[src/verilog/board_pkg.sv]
/*
 * Board I/O constants, switch/header/I2C payload types
 * and the word addresses of the register port
 */
package board_pkg;

  localparam int unsigned NavSwWidth   = 5;
  localparam int unsigned UsrSwWidth   = 8;
  localparam int unsigned SelSwWidth   = 3;
  localparam int unsigned SwWidth      = SelSwWidth + UsrSwWidth + NavSwWidth;
  localparam int unsigned LedWidth     = 8;
  localparam int unsigned HdrWidth     = 11;
  localparam int unsigned I2cConnCount = 3;  // qwiic, header and click connectors

  localparam int unsigned RegAddrWidth = 4;
  localparam int unsigned RegDataWidth = 16;

  // Reset hold after lock, in clk_i edges
  localparam int unsigned RstHoldCycles = 16;
  localparam int unsigned RstCntWidth   = $clog2(RstHoldCycles + 1);
  localparam logic [RstCntWidth-1:0] RstCntLast = RstCntWidth'(RstHoldCycles - 1);

  localparam int unsigned SwStableCycles = 4;

  // Selection switches on top, joystick at the bottom
  typedef struct packed {
    logic [SelSwWidth-1:0] sel;
    logic [UsrSwWidth-1:0] usr;
    logic [NavSwWidth-1:0] nav;
  } sw_vec_t;

  typedef logic [HdrWidth-1:0] hdr_vec_t;

  typedef struct packed {
    logic scl;
    logic sda;
  } i2c_lines_t;

  localparam logic [RegAddrWidth-1:0] RegLed     = 4'd0;
  localparam logic [RegAddrWidth-1:0] RegHdrOut  = 4'd1;
  localparam logic [RegAddrWidth-1:0] RegHdrOe   = 4'd2;
  localparam logic [RegAddrWidth-1:0] RegSwIn    = 4'd3;
  localparam logic [RegAddrWidth-1:0] RegHdrIn   = 4'd4;
  localparam logic [RegAddrWidth-1:0] RegEvent   = 4'd5;
  localparam logic [RegAddrWidth-1:0] RegI2cCtrl = 4'd6;
  localparam logic [RegAddrWidth-1:0] RegI2cIn   = 4'd7;

endpackage

[src/verilog/rst_ctrl.sv]
/*
 * System reset sequencer. Holds the system reset low until the
 * board reset is released, the PLL is locked and a hold count expires
 */
`timescale 1ns/1ps

module rst_ctrl (
  input  logic clk_i,
  input  logic rst_n_i,       // Board reset button, active low
  input  logic pll_locked_i,
  output logic rst_sys_n_o
);

  logic [board_pkg::RstCntWidth-1:0] hold_cnt_q;
  logic                              hold_clear;

  // Either source pulls the system back into reset
  assign hold_clear = !rst_n_i || !pll_locked_i;

  always_ff @(posedge clk_i) begin
    if (hold_clear) begin
      hold_cnt_q  <= '0;
      rst_sys_n_o <= 1'b0;
    end else if (!rst_sys_n_o) begin
      hold_cnt_q  <= hold_cnt_q + 1'b1;
      // Release on the edge where the count reaches RstHoldCycles
      rst_sys_n_o <= (hold_cnt_q == board_pkg::RstCntLast);
    end
  end

  // Loss of lock must be seen downstream on the very next cycle
  assert property (@(posedge clk_i) !pll_locked_i |=> !rst_sys_n_o)
    else $error("rst_ctrl: system reset high after PLL lock loss");

endmodule

[src/verilog/sync_debounce.sv]
/*
 * Two-flop synchronizer followed by a stability filter,
 * shared by the switch, header and I2C input paths
 */
`timescale 1ns/1ps

module sync_debounce #(
  parameter type T            = logic,
  parameter int  StableCycles = 1
) (
  input  logic clk_i,
  input  logic rst_n_i,
  input  T     data_i,
  output T     data_o
);

  localparam int unsigned CntW = $clog2(StableCycles + 1);
  localparam logic [CntW-1:0] CntLimit = CntW'(StableCycles);

  T meta_q;
  T sync_q;
  T last_q;  // Synchronized value one cycle back

  logic [CntW-1:0] cnt_q;
  logic [CntW-1:0] cnt_d;

  always_ff @(posedge clk_i) begin
    if (!rst_n_i) begin
      meta_q <= '0;
      sync_q <= '0;
      last_q <= '0;
    end else begin
      meta_q <= data_i;
      sync_q <= meta_q;
      last_q <= sync_q;
    end
  end

  // Run length of the current synchronized value, saturating
  always_comb begin
    if (sync_q != last_q) begin
      cnt_d = CntW'(1);
    end else if (cnt_q != CntLimit) begin
      cnt_d = cnt_q + 1'b1;
    end else begin
      cnt_d = cnt_q;
    end
  end

  always_ff @(posedge clk_i) begin
    if (!rst_n_i) begin
      cnt_q  <= '0;
      data_o <= '0;
    end else begin
      cnt_q <= cnt_d;
      if (cnt_d == CntLimit) data_o <= sync_q;  // Held long enough
    end
  end

  assert property (@(posedge clk_i) disable iff (!rst_n_i)
    ($past(rst_n_i) && (data_o != $past(data_o))) |-> $past(cnt_d == CntLimit))
    else $error("sync_debounce: output changed before value was stable");

endmodule

[src/verilog/pad_mux.sv]
/*
 * Pin-side logic: switch inversion, header output gating,
 * I2C open-drain fan-out and wired-AND read back
 */
`timescale 1ns/1ps

module pad_mux (
  input  board_pkg::sw_vec_t  sw_raw_i,
  output board_pkg::sw_vec_t  sw_pressed_o,

  input  board_pkg::hdr_vec_t hdr_out_i,
  input  board_pkg::hdr_vec_t hdr_oe_i,
  output board_pkg::hdr_vec_t hdr_o,
  output board_pkg::hdr_vec_t hdr_oe_o,

  input  logic [board_pkg::I2cConnCount-1:0] scl_low_i,
  input  logic [board_pkg::I2cConnCount-1:0] sda_low_i,
  output logic [board_pkg::I2cConnCount-1:0] i2c_scl_oe_o,
  output logic [board_pkg::I2cConnCount-1:0] i2c_sda_oe_o,

  input  logic [board_pkg::I2cConnCount-1:0] i2c_scl_i,
  input  logic [board_pkg::I2cConnCount-1:0] i2c_sda_i,
  output board_pkg::i2c_lines_t              i2c_in_o
);

  // Switches are pulled up and read 0 when pressed
  assign sw_pressed_o = ~sw_raw_i;

  // A released pin shows 0 on its data line
  assign hdr_o    = hdr_out_i & hdr_oe_i;
  assign hdr_oe_o = hdr_oe_i;

  // Open drain, the driven level is always 0 so only the enable leaves here
  assign i2c_scl_oe_o = scl_low_i;
  assign i2c_sda_oe_o = sda_low_i;

  // Any connector holding a line low pulls the whole bus low
  always_comb begin
    i2c_in_o.scl = &i2c_scl_i;
    i2c_in_o.sda = &i2c_sda_i;
  end

endmodule

[src/verilog/gpio_regs.sv]
/*
 * Word-addressed register file: LEDs, header direction and data,
 * switch and I2C status, sticky switch event and its interrupt
 */
`timescale 1ns/1ps

module gpio_regs (
  input  logic clk_i,
  input  logic rst_n_i,

  input  logic [board_pkg::RegAddrWidth-1:0] reg_addr_i,
  input  logic [board_pkg::RegDataWidth-1:0] reg_wdata_i,
  input  logic                               reg_we_i,
  input  logic                               reg_re_i,
  output logic [board_pkg::RegDataWidth-1:0] reg_rdata_o,

  input  board_pkg::sw_vec_t    sw_i,      // Debounced, 1 = pressed
  input  board_pkg::hdr_vec_t   hdr_in_i,
  input  board_pkg::i2c_lines_t i2c_in_i,

  output logic [board_pkg::LedWidth-1:0]     led_o,
  output board_pkg::hdr_vec_t                hdr_out_o,
  output board_pkg::hdr_vec_t                hdr_oe_o,
  output logic [board_pkg::I2cConnCount-1:0] scl_low_o,
  output logic [board_pkg::I2cConnCount-1:0] sda_low_o,
  output logic                               irq_o
);

  logic [1:0]         i2c_ctrl_q;  // Bit 0 scl low, bit 1 sda low
  board_pkg::sw_vec_t sw_prev_q;
  logic               event_q;
  logic               sw_change;
  logic               event_clr;

  logic [board_pkg::RegDataWidth-1:0] rdata_d;

  always_ff @(posedge clk_i) begin
    if (!rst_n_i) begin
      led_o      <= '0;
      hdr_out_o  <= '0;
      hdr_oe_o   <= '0;
      i2c_ctrl_q <= '0;
    end else if (reg_we_i) begin
      case (reg_addr_i)
        board_pkg::RegLed:     led_o      <= reg_wdata_i[board_pkg::LedWidth-1:0];
        board_pkg::RegHdrOut:  hdr_out_o  <= reg_wdata_i[board_pkg::HdrWidth-1:0];
        board_pkg::RegHdrOe:   hdr_oe_o   <= reg_wdata_i[board_pkg::HdrWidth-1:0];
        board_pkg::RegI2cCtrl: i2c_ctrl_q <= reg_wdata_i[1:0];
        default: ;  // Status and unknown addresses ignore writes
      endcase
    end
  end

  // Same pull-low request goes to every connector
  assign scl_low_o = {board_pkg::I2cConnCount{i2c_ctrl_q[0]}};
  assign sda_low_o = {board_pkg::I2cConnCount{i2c_ctrl_q[1]}};

  // Sticky switch event
  assign sw_change = (sw_i != sw_prev_q);
  assign event_clr = reg_we_i && (reg_addr_i == board_pkg::RegEvent) && reg_wdata_i[0];

  always_ff @(posedge clk_i) begin
    if (!rst_n_i) begin
      sw_prev_q <= '0;
      event_q   <= 1'b0;
    end else begin
      sw_prev_q <= sw_i;
      event_q   <= sw_change || (event_q && !event_clr);  // Set wins over clear
    end
  end

  assign irq_o = event_q;

  // Read mux sees register state before any write in the same cycle
  always_comb begin
    rdata_d = '0;
    case (reg_addr_i)
      board_pkg::RegLed:     rdata_d[board_pkg::LedWidth-1:0] = led_o;
      board_pkg::RegHdrOut:  rdata_d[board_pkg::HdrWidth-1:0] = hdr_out_o;
      board_pkg::RegHdrOe:   rdata_d[board_pkg::HdrWidth-1:0] = hdr_oe_o;
      board_pkg::RegSwIn:    rdata_d[board_pkg::SwWidth-1:0]  = sw_i;
      board_pkg::RegHdrIn:   rdata_d[board_pkg::HdrWidth-1:0] = hdr_in_i;
      board_pkg::RegEvent:   rdata_d[0]                       = event_q;
      board_pkg::RegI2cCtrl: rdata_d[1:0]                     = i2c_ctrl_q;
      board_pkg::RegI2cIn:   rdata_d[1:0]                     = i2c_in_i;
      default:               rdata_d = '0;
    endcase
  end

  // Read data holds until the next read strobe
  always_ff @(posedge clk_i) begin
    if (!rst_n_i) begin
      reg_rdata_o <= '0;
    end else if (reg_re_i) begin
      reg_rdata_o <= rdata_d;
    end
  end

  assert property (@(posedge clk_i) disable iff (!rst_n_i)
    (reg_we_i || reg_re_i) |-> !$isunknown(reg_addr_i))
    else $error("gpio_regs: strobe with unknown address");

endmodule

[src/verilog/board_top.sv]
/*
 * Board I/O top level: reset sequencer, input filters,
 * pin logic and the register file
 */
`timescale 1ns/1ps

module board_top (
  input  logic clk_i,
  input  logic rst_n_i,
  input  logic pll_locked_i,

  input  board_pkg::sw_vec_t  sw_raw_i,  // Active low, pulled up

  input  board_pkg::hdr_vec_t hdr_i,
  output board_pkg::hdr_vec_t hdr_o,
  output board_pkg::hdr_vec_t hdr_oe_o,

  input  logic [board_pkg::I2cConnCount-1:0] i2c_scl_i,
  input  logic [board_pkg::I2cConnCount-1:0] i2c_sda_i,
  output logic [board_pkg::I2cConnCount-1:0] i2c_scl_oe_o,
  output logic [board_pkg::I2cConnCount-1:0] i2c_sda_oe_o,

  output logic [board_pkg::LedWidth-1:0] usr_led_o,
  output logic                           led_bootok_o,
  output logic                           irq_o,

  input  logic [board_pkg::RegAddrWidth-1:0] reg_addr_i,
  input  logic [board_pkg::RegDataWidth-1:0] reg_wdata_i,
  input  logic                               reg_we_i,
  input  logic                               reg_re_i,
  output logic [board_pkg::RegDataWidth-1:0] reg_rdata_o
);

  logic                  sys_rst_n;
  board_pkg::sw_vec_t    sw_pressed;
  board_pkg::sw_vec_t    sw_db;
  board_pkg::hdr_vec_t   hdr_sync;
  board_pkg::hdr_vec_t   hdr_out;
  board_pkg::hdr_vec_t   hdr_oe;
  board_pkg::i2c_lines_t i2c_wired;
  board_pkg::i2c_lines_t i2c_sync;

  logic [board_pkg::I2cConnCount-1:0] scl_low;
  logic [board_pkg::I2cConnCount-1:0] sda_low;

  rst_ctrl u_rst_ctrl (
    .clk_i       (clk_i),
    .rst_n_i     (rst_n_i),
    .pll_locked_i(pll_locked_i),
    .rst_sys_n_o (sys_rst_n)
  );

  assign led_bootok_o = sys_rst_n;  // Lit once the system is out of reset

  sync_debounce #(
    .T           (board_pkg::sw_vec_t),
    .StableCycles(board_pkg::SwStableCycles)
  ) u_sw_filter (
    .clk_i  (clk_i),
    .rst_n_i(sys_rst_n),
    .data_i (sw_pressed),
    .data_o (sw_db)
  );

  sync_debounce #(
    .T           (board_pkg::hdr_vec_t),
    .StableCycles(1)
  ) u_hdr_sync (
    .clk_i  (clk_i),
    .rst_n_i(sys_rst_n),
    .data_i (hdr_i),
    .data_o (hdr_sync)
  );

  // Bus is read back after the wired-AND, then synchronized
  sync_debounce #(
    .T           (board_pkg::i2c_lines_t),
    .StableCycles(1)
  ) u_i2c_sync (
    .clk_i  (clk_i),
    .rst_n_i(sys_rst_n),
    .data_i (i2c_wired),
    .data_o (i2c_sync)
  );

  pad_mux u_pad_mux (
    .sw_raw_i    (sw_raw_i),
    .sw_pressed_o(sw_pressed),
    .hdr_out_i   (hdr_out),
    .hdr_oe_i    (hdr_oe),
    .hdr_o       (hdr_o),
    .hdr_oe_o    (hdr_oe_o),
    .scl_low_i   (scl_low),
    .sda_low_i   (sda_low),
    .i2c_scl_oe_o(i2c_scl_oe_o),
    .i2c_sda_oe_o(i2c_sda_oe_o),
    .i2c_scl_i   (i2c_scl_i),
    .i2c_sda_i   (i2c_sda_i),
    .i2c_in_o    (i2c_wired)
  );

  gpio_regs u_gpio_regs (
    .clk_i      (clk_i),
    .rst_n_i    (sys_rst_n),
    .reg_addr_i (reg_addr_i),
    .reg_wdata_i(reg_wdata_i),
    .reg_we_i   (reg_we_i),
    .reg_re_i   (reg_re_i),
    .reg_rdata_o(reg_rdata_o),
    .sw_i       (sw_db),
    .hdr_in_i   (hdr_sync),
    .i2c_in_i   (i2c_sync),
    .led_o      (usr_led_o),
    .hdr_out_o  (hdr_out),
    .hdr_oe_o   (hdr_oe),
    .scl_low_o  (scl_low),
    .sda_low_o  (sda_low),
    .irq_o      (irq_o)
  );

endmodule

[config.mk]
export PLATFORM = sky130hd
export DESIGN_NAME = board_top
export DESIGN_NICKNAME = d
export VERILOG_FILES = /design/src/verilog/board_pkg.sv /design/src/verilog/rst_ctrl.sv /design/src/verilog/sync_debounce.sv /design/src/verilog/pad_mux.sv /design/src/verilog/gpio_regs.sv /design/src/verilog/board_top.sv
export SDC_FILE = /design/constraint.sdc
export NUM_CORES = 1
export LEC_CHECK = 0
export ABC_AREA = 1
export BUFFER_PORTS_ARGS = -buffer_cell sky130_fd_sc_hd__buf_2
export CAP_MARGIN = 20
export CORE_ASPECT_RATIO = 0.7
export CORE_MARGIN = 2
export CORE_UTILIZATION = 50
export DETAILED_ROUTE_END_ITERATION = 8
export PLACE_DENSITY = 0.83
export SYNTH_ARGS = -nofsm -noshare
export SYNTH_HDL_FRONTEND = slang
export SYNTH_SLANG_ARGS = --single-unit
[constraint.sdc]
create_clock -name clk_i -period 1.85 [get_ports clk_i]
set_input_delay 0.0925 -clock clk_i [delete_from_list [all_inputs] [get_ports clk_i]]
set_output_delay 0.0925 -clock clk_i [all_outputs]
set_load 0.05 [all_outputs]
==> results.md <==
- Port Buffer Count: about 110
- Root buffer cell: clkbuf_16
- Peak supply drop: between 0.6 and 0.7 mV
- Core Region: 13050 um^2
- Vias per cell: 4.787
- Ant diodes: 0
- # setup viols final: 0
- Number of synthesis warnings: 0
- Synthesized cell area: 6645 um^2
- TritonCTS Buffers: 17
- Die H: 100.5 um
- Leak Pwr: approximately 4.5 nW
- Status: finished clean
- Synthesis-to-layout area growth: 25.23%
- Final Hold Fails: 0
- Yosys cell types: 30
- DRC viols: 0
- Crit Path Class: reg -> reg
- Starting density of the core: 50.92%
- Startpoint types: flip-flop
- Worst-case reg-to-reg path depth: 10
- Remaining Overflow, GRT: 0
- Worst R2R Setup Slack: 110 ps
- Initial antenna violation count: 0
- Yosys reg bits: 177
- Max Slew Vio Count: 0
- HP Class: in -> reg
- Seq pwr share: between 50% and 60%
- Power share of the combinational group: 2.8%
- Number of synthesized flops with an enable pin: 0
- Bufs on Longest Clock Path: 2
- Post-route minimum period: 1739 ps
- Sw frac: approximately 22%
- Die ar.: 14240 um^2
- Die width: 141.8 um
- RD Place Congestion: 0.8549
- Placed inst area: 7346 um^2
- RR Startpoint: u_sw_filter.cnt_q[0]$_SDFF_PN0_
- Clock Skew: slightly above 8 ps
- Vias after detailed routing: 5797
- Layout Nets: 1094
- DRT Pass-1 Iters: 5
- Switching pwr: 1.628 mW
- Dpl hpwl: 9652 um
- Tightest Pin Transition: between 400 and 500 ps
- Relative slew slack: 67.65%
- Wire per inst: about 12 um
- CTS tree: yes
- Final total power: roughly 7.3 mW
- Post-synth ARST share: 0%
- Syn Inst Count: just under 900
- Vias in the first global route: 5334
- Aggregate global-route resource usage: 21.57%
- Clk pwr share: 45.0%
- Hold path start: pll_locked_i
- Hold path cells: 3
- I/O Pins: 112
- End of the worst register-to-register path: u_sw_filter.data_o[9]$_SDFFE_PN0N_
- Data arrival, critical path: 2070 ps
- Worst Path Max Fanout: 8
- CP Data Required Time: 2180 ps
- 1st-iter DRT viols: between 400 and 500
- Synthesized area per cell: around 7.5 um^2
- Final period util: between 90 and 100%
- Register area share after synthesis: 53.32%
- Max cap viols: 0
- Rows: 35
- Top FF cell, synth: dfxtp_1
- Clock sinks: 177
- Drt total wl: 14800 um
- Largest net degree at the start of global routing: roughly 40
- Final antenna-violating net count: 0
- PD cells: 876.5 nW/um^2
- Htree depth: 4
- Worst-path clk slew: ~70 ps
- Hold EP: u_rst_ctrl.hold_cnt_q[1]$_SDFFE_PP0N_
- Crit end category: flip-flop
- Finished Cell Area: 8322 um^2
- Internal power: approximately 5.7 mW
- Synth Net Count: around 950
- Layout cells sized above 1: between 10% and 20%
- Later-pin clock latency in the skew report: 430 ps
- FMAX: between 500 and 600 MHz
- First-pass GRT wire length: 24220 um
-- power by group through the flow --
stage	Clock [mW]	Sequential, mW	Combinational (mW)
after floorplan	0	3.90	0.0464
after global placement	0	3.90	0.127
after detailed placement	0	3.90	0.128
after CTS	3.31	3.81	0.195
after global routing	3.48	3.81	0.221
final	3.28	3.81	0.203
-- layer usage --
metal	share of wire, %	track usage [%]	vias up
met2	46	35.21	209
met3	7.3	5.796	31
met1	45	27.74	2605
met4	1.5	8.077	0
li1	-	-	2952
met5	0	0	-
-- cell usage in the layout, fill, tap and decap left out, types with 3 or more instances in the layout --
master         instances
inv_1                179
nand2_1              236
xnor2_1                6
a211oi_1               5
dfxtp_1              176
nand3_1               44
ha_1                   4
inv_6                  3
nor2_1                49
a21oi_1               45
nor2_2                 4
clkinv_2               3
o22ai_1                6
o21ai_0               47
nor3_1                 6
dlygate4sd3_1         42
buf_4                 16
buf_2                106
a31oi_1                6
xor2_1                 9
clkbuf_16             17
clkinv_4               3
inv_2                  9
-- worst max path at each step --
stage / cells past startpoint / from / endpoint / slack (ps)
after detailed placement: 10 / u_sw_filter.cnt_q[0]$_SDFF_PN0_ / u_sw_filter.data_o[9]$_SDFFE_PN0N_ / 170
after CTS: 10 / u_sw_filter.cnt_q[0]$_SDFF_PN0_ / u_sw_filter.data_o[9]$_SDFFE_PN0N_ / 150
after global placement: 12 / u_sw_filter.sync_q[6]$_SDFF_PN0_ / u_sw_filter.data_o[8]$_SDFFE_PN0N_ / 260
final: 10 / u_sw_filter.cnt_q[0]$_SDFF_PN0_ / u_sw_filter.data_o[9]$_SDFFE_PN0N_ / 110
after floorplan: 5 / u_rst_ctrl.rst_sys_n_o$_SDFF_PP0_ / u_hdr_sync.data_o[0]$_SDFF_PN0_ / 190
after global routing: 10 / u_sw_filter.cnt_q[0]$_SDFF_PN0_ / u_sw_filter.data_o[11]$_SDFFE_PN0N_ / -8
-- repair_timing --
item                       CTS  global route
setup endpoints to repair    0             1
resized for setup            0             4
hold endpoints to repair    56             0
hold buffers                42             0
buffers inserted             0             0
-- state kept, by name, indices dropped and copies added (netlist names) --
| signal | count |
|---|---|
| u_hdr_sync.sync_q | 11 |
| u_hdr_sync.data_o | 11 |
| u_hdr_sync.meta_q | 11 |
| u_gpio_regs.reg_rdata_o | 16 |
| u_gpio_regs.led_o | 8 |
| u_gpio_regs.hdr_oe_o | 11 |
| u_gpio_regs.sw_prev_q | 16 |
| u_sw_filter.sync_q | 16 |
| u_sw_filter.last_q | 16 |
| u_i2c_sync.meta_q | 2 |
| u_rst_ctrl.hold_cnt_q | 5 |
| u_gpio_regs.irq_o | 1 |
| u_sw_filter.cnt_q | 3 |
| u_i2c_sync.sync_q | 2 |
| u_sw_filter.data_o | 16 |
| u_gpio_regs.i2c_ctrl_q | 2 |
| u_i2c_sync.data_o | 2 |
| u_gpio_regs.hdr_out_o | 11 |
| u_rst_ctrl.rst_sys_n_o | 1 |
| u_sw_filter.meta_q | 16 |
-- final cells by class --
cell class                 instances  area, um^2
fill                            1045        4728
sequential                       177        3547
multi-input combinational        482        2230
timing repair buffer             166        1094
inverter                         188       705.7
clock buffer                      19       432.9
tap                              166       207.7
clock inverter                    13       105.1
-- cells in the mapped netlist, types with 7 or more instances --
master	n	area (um^2)
a21oi_1	45	225.2
buf_1	7	26.28
clkbuf_1	20	75.07
dfxtp_1	177	3543
inv_1	179	671.9
inv_2	9	33.78
nand2_1	236	885.9
nand3_1	44	220.2
nor2_1	50	187.7
o21ai_0	47	235.2
xor2_1	10	87.58
-- critical path, cell delays in order, from the launching register on --
cell and delay [ps]:
dfxtp_1 340, inv_1 90, ha_1 220, nand2_1 140
xor2_2 190, nand3_2 130, nor2_4 190, buf_6 150
nand3_1 70, nand2_1 80, inv_1 40
-- cell families after synthesis --
family          synth area share (%)
simple gates                   21.69
fa+ha+maj                     0.7532
flops                          53.32
xor+xnor                       2.109
compound gates                 8.850
buf+inv                        13.27
-- stage by stage --
step	utilization [%]	setup slack, ps	instances	TNS [ps]	hold slack (ps)
finish	63.77	110.6	1211	0	26.61
global route	63.77	-8.076	1211	-15.81	54.08
CTS	63.63	153.8	1211	0	16.52
detailed placement	56.29	172.3	1137	0	252.2
global placement	56.29	259.2	1137	0	252.6
floorplan	-	193.9	884	0	164.9
Power figures use the tool's default switching activity.
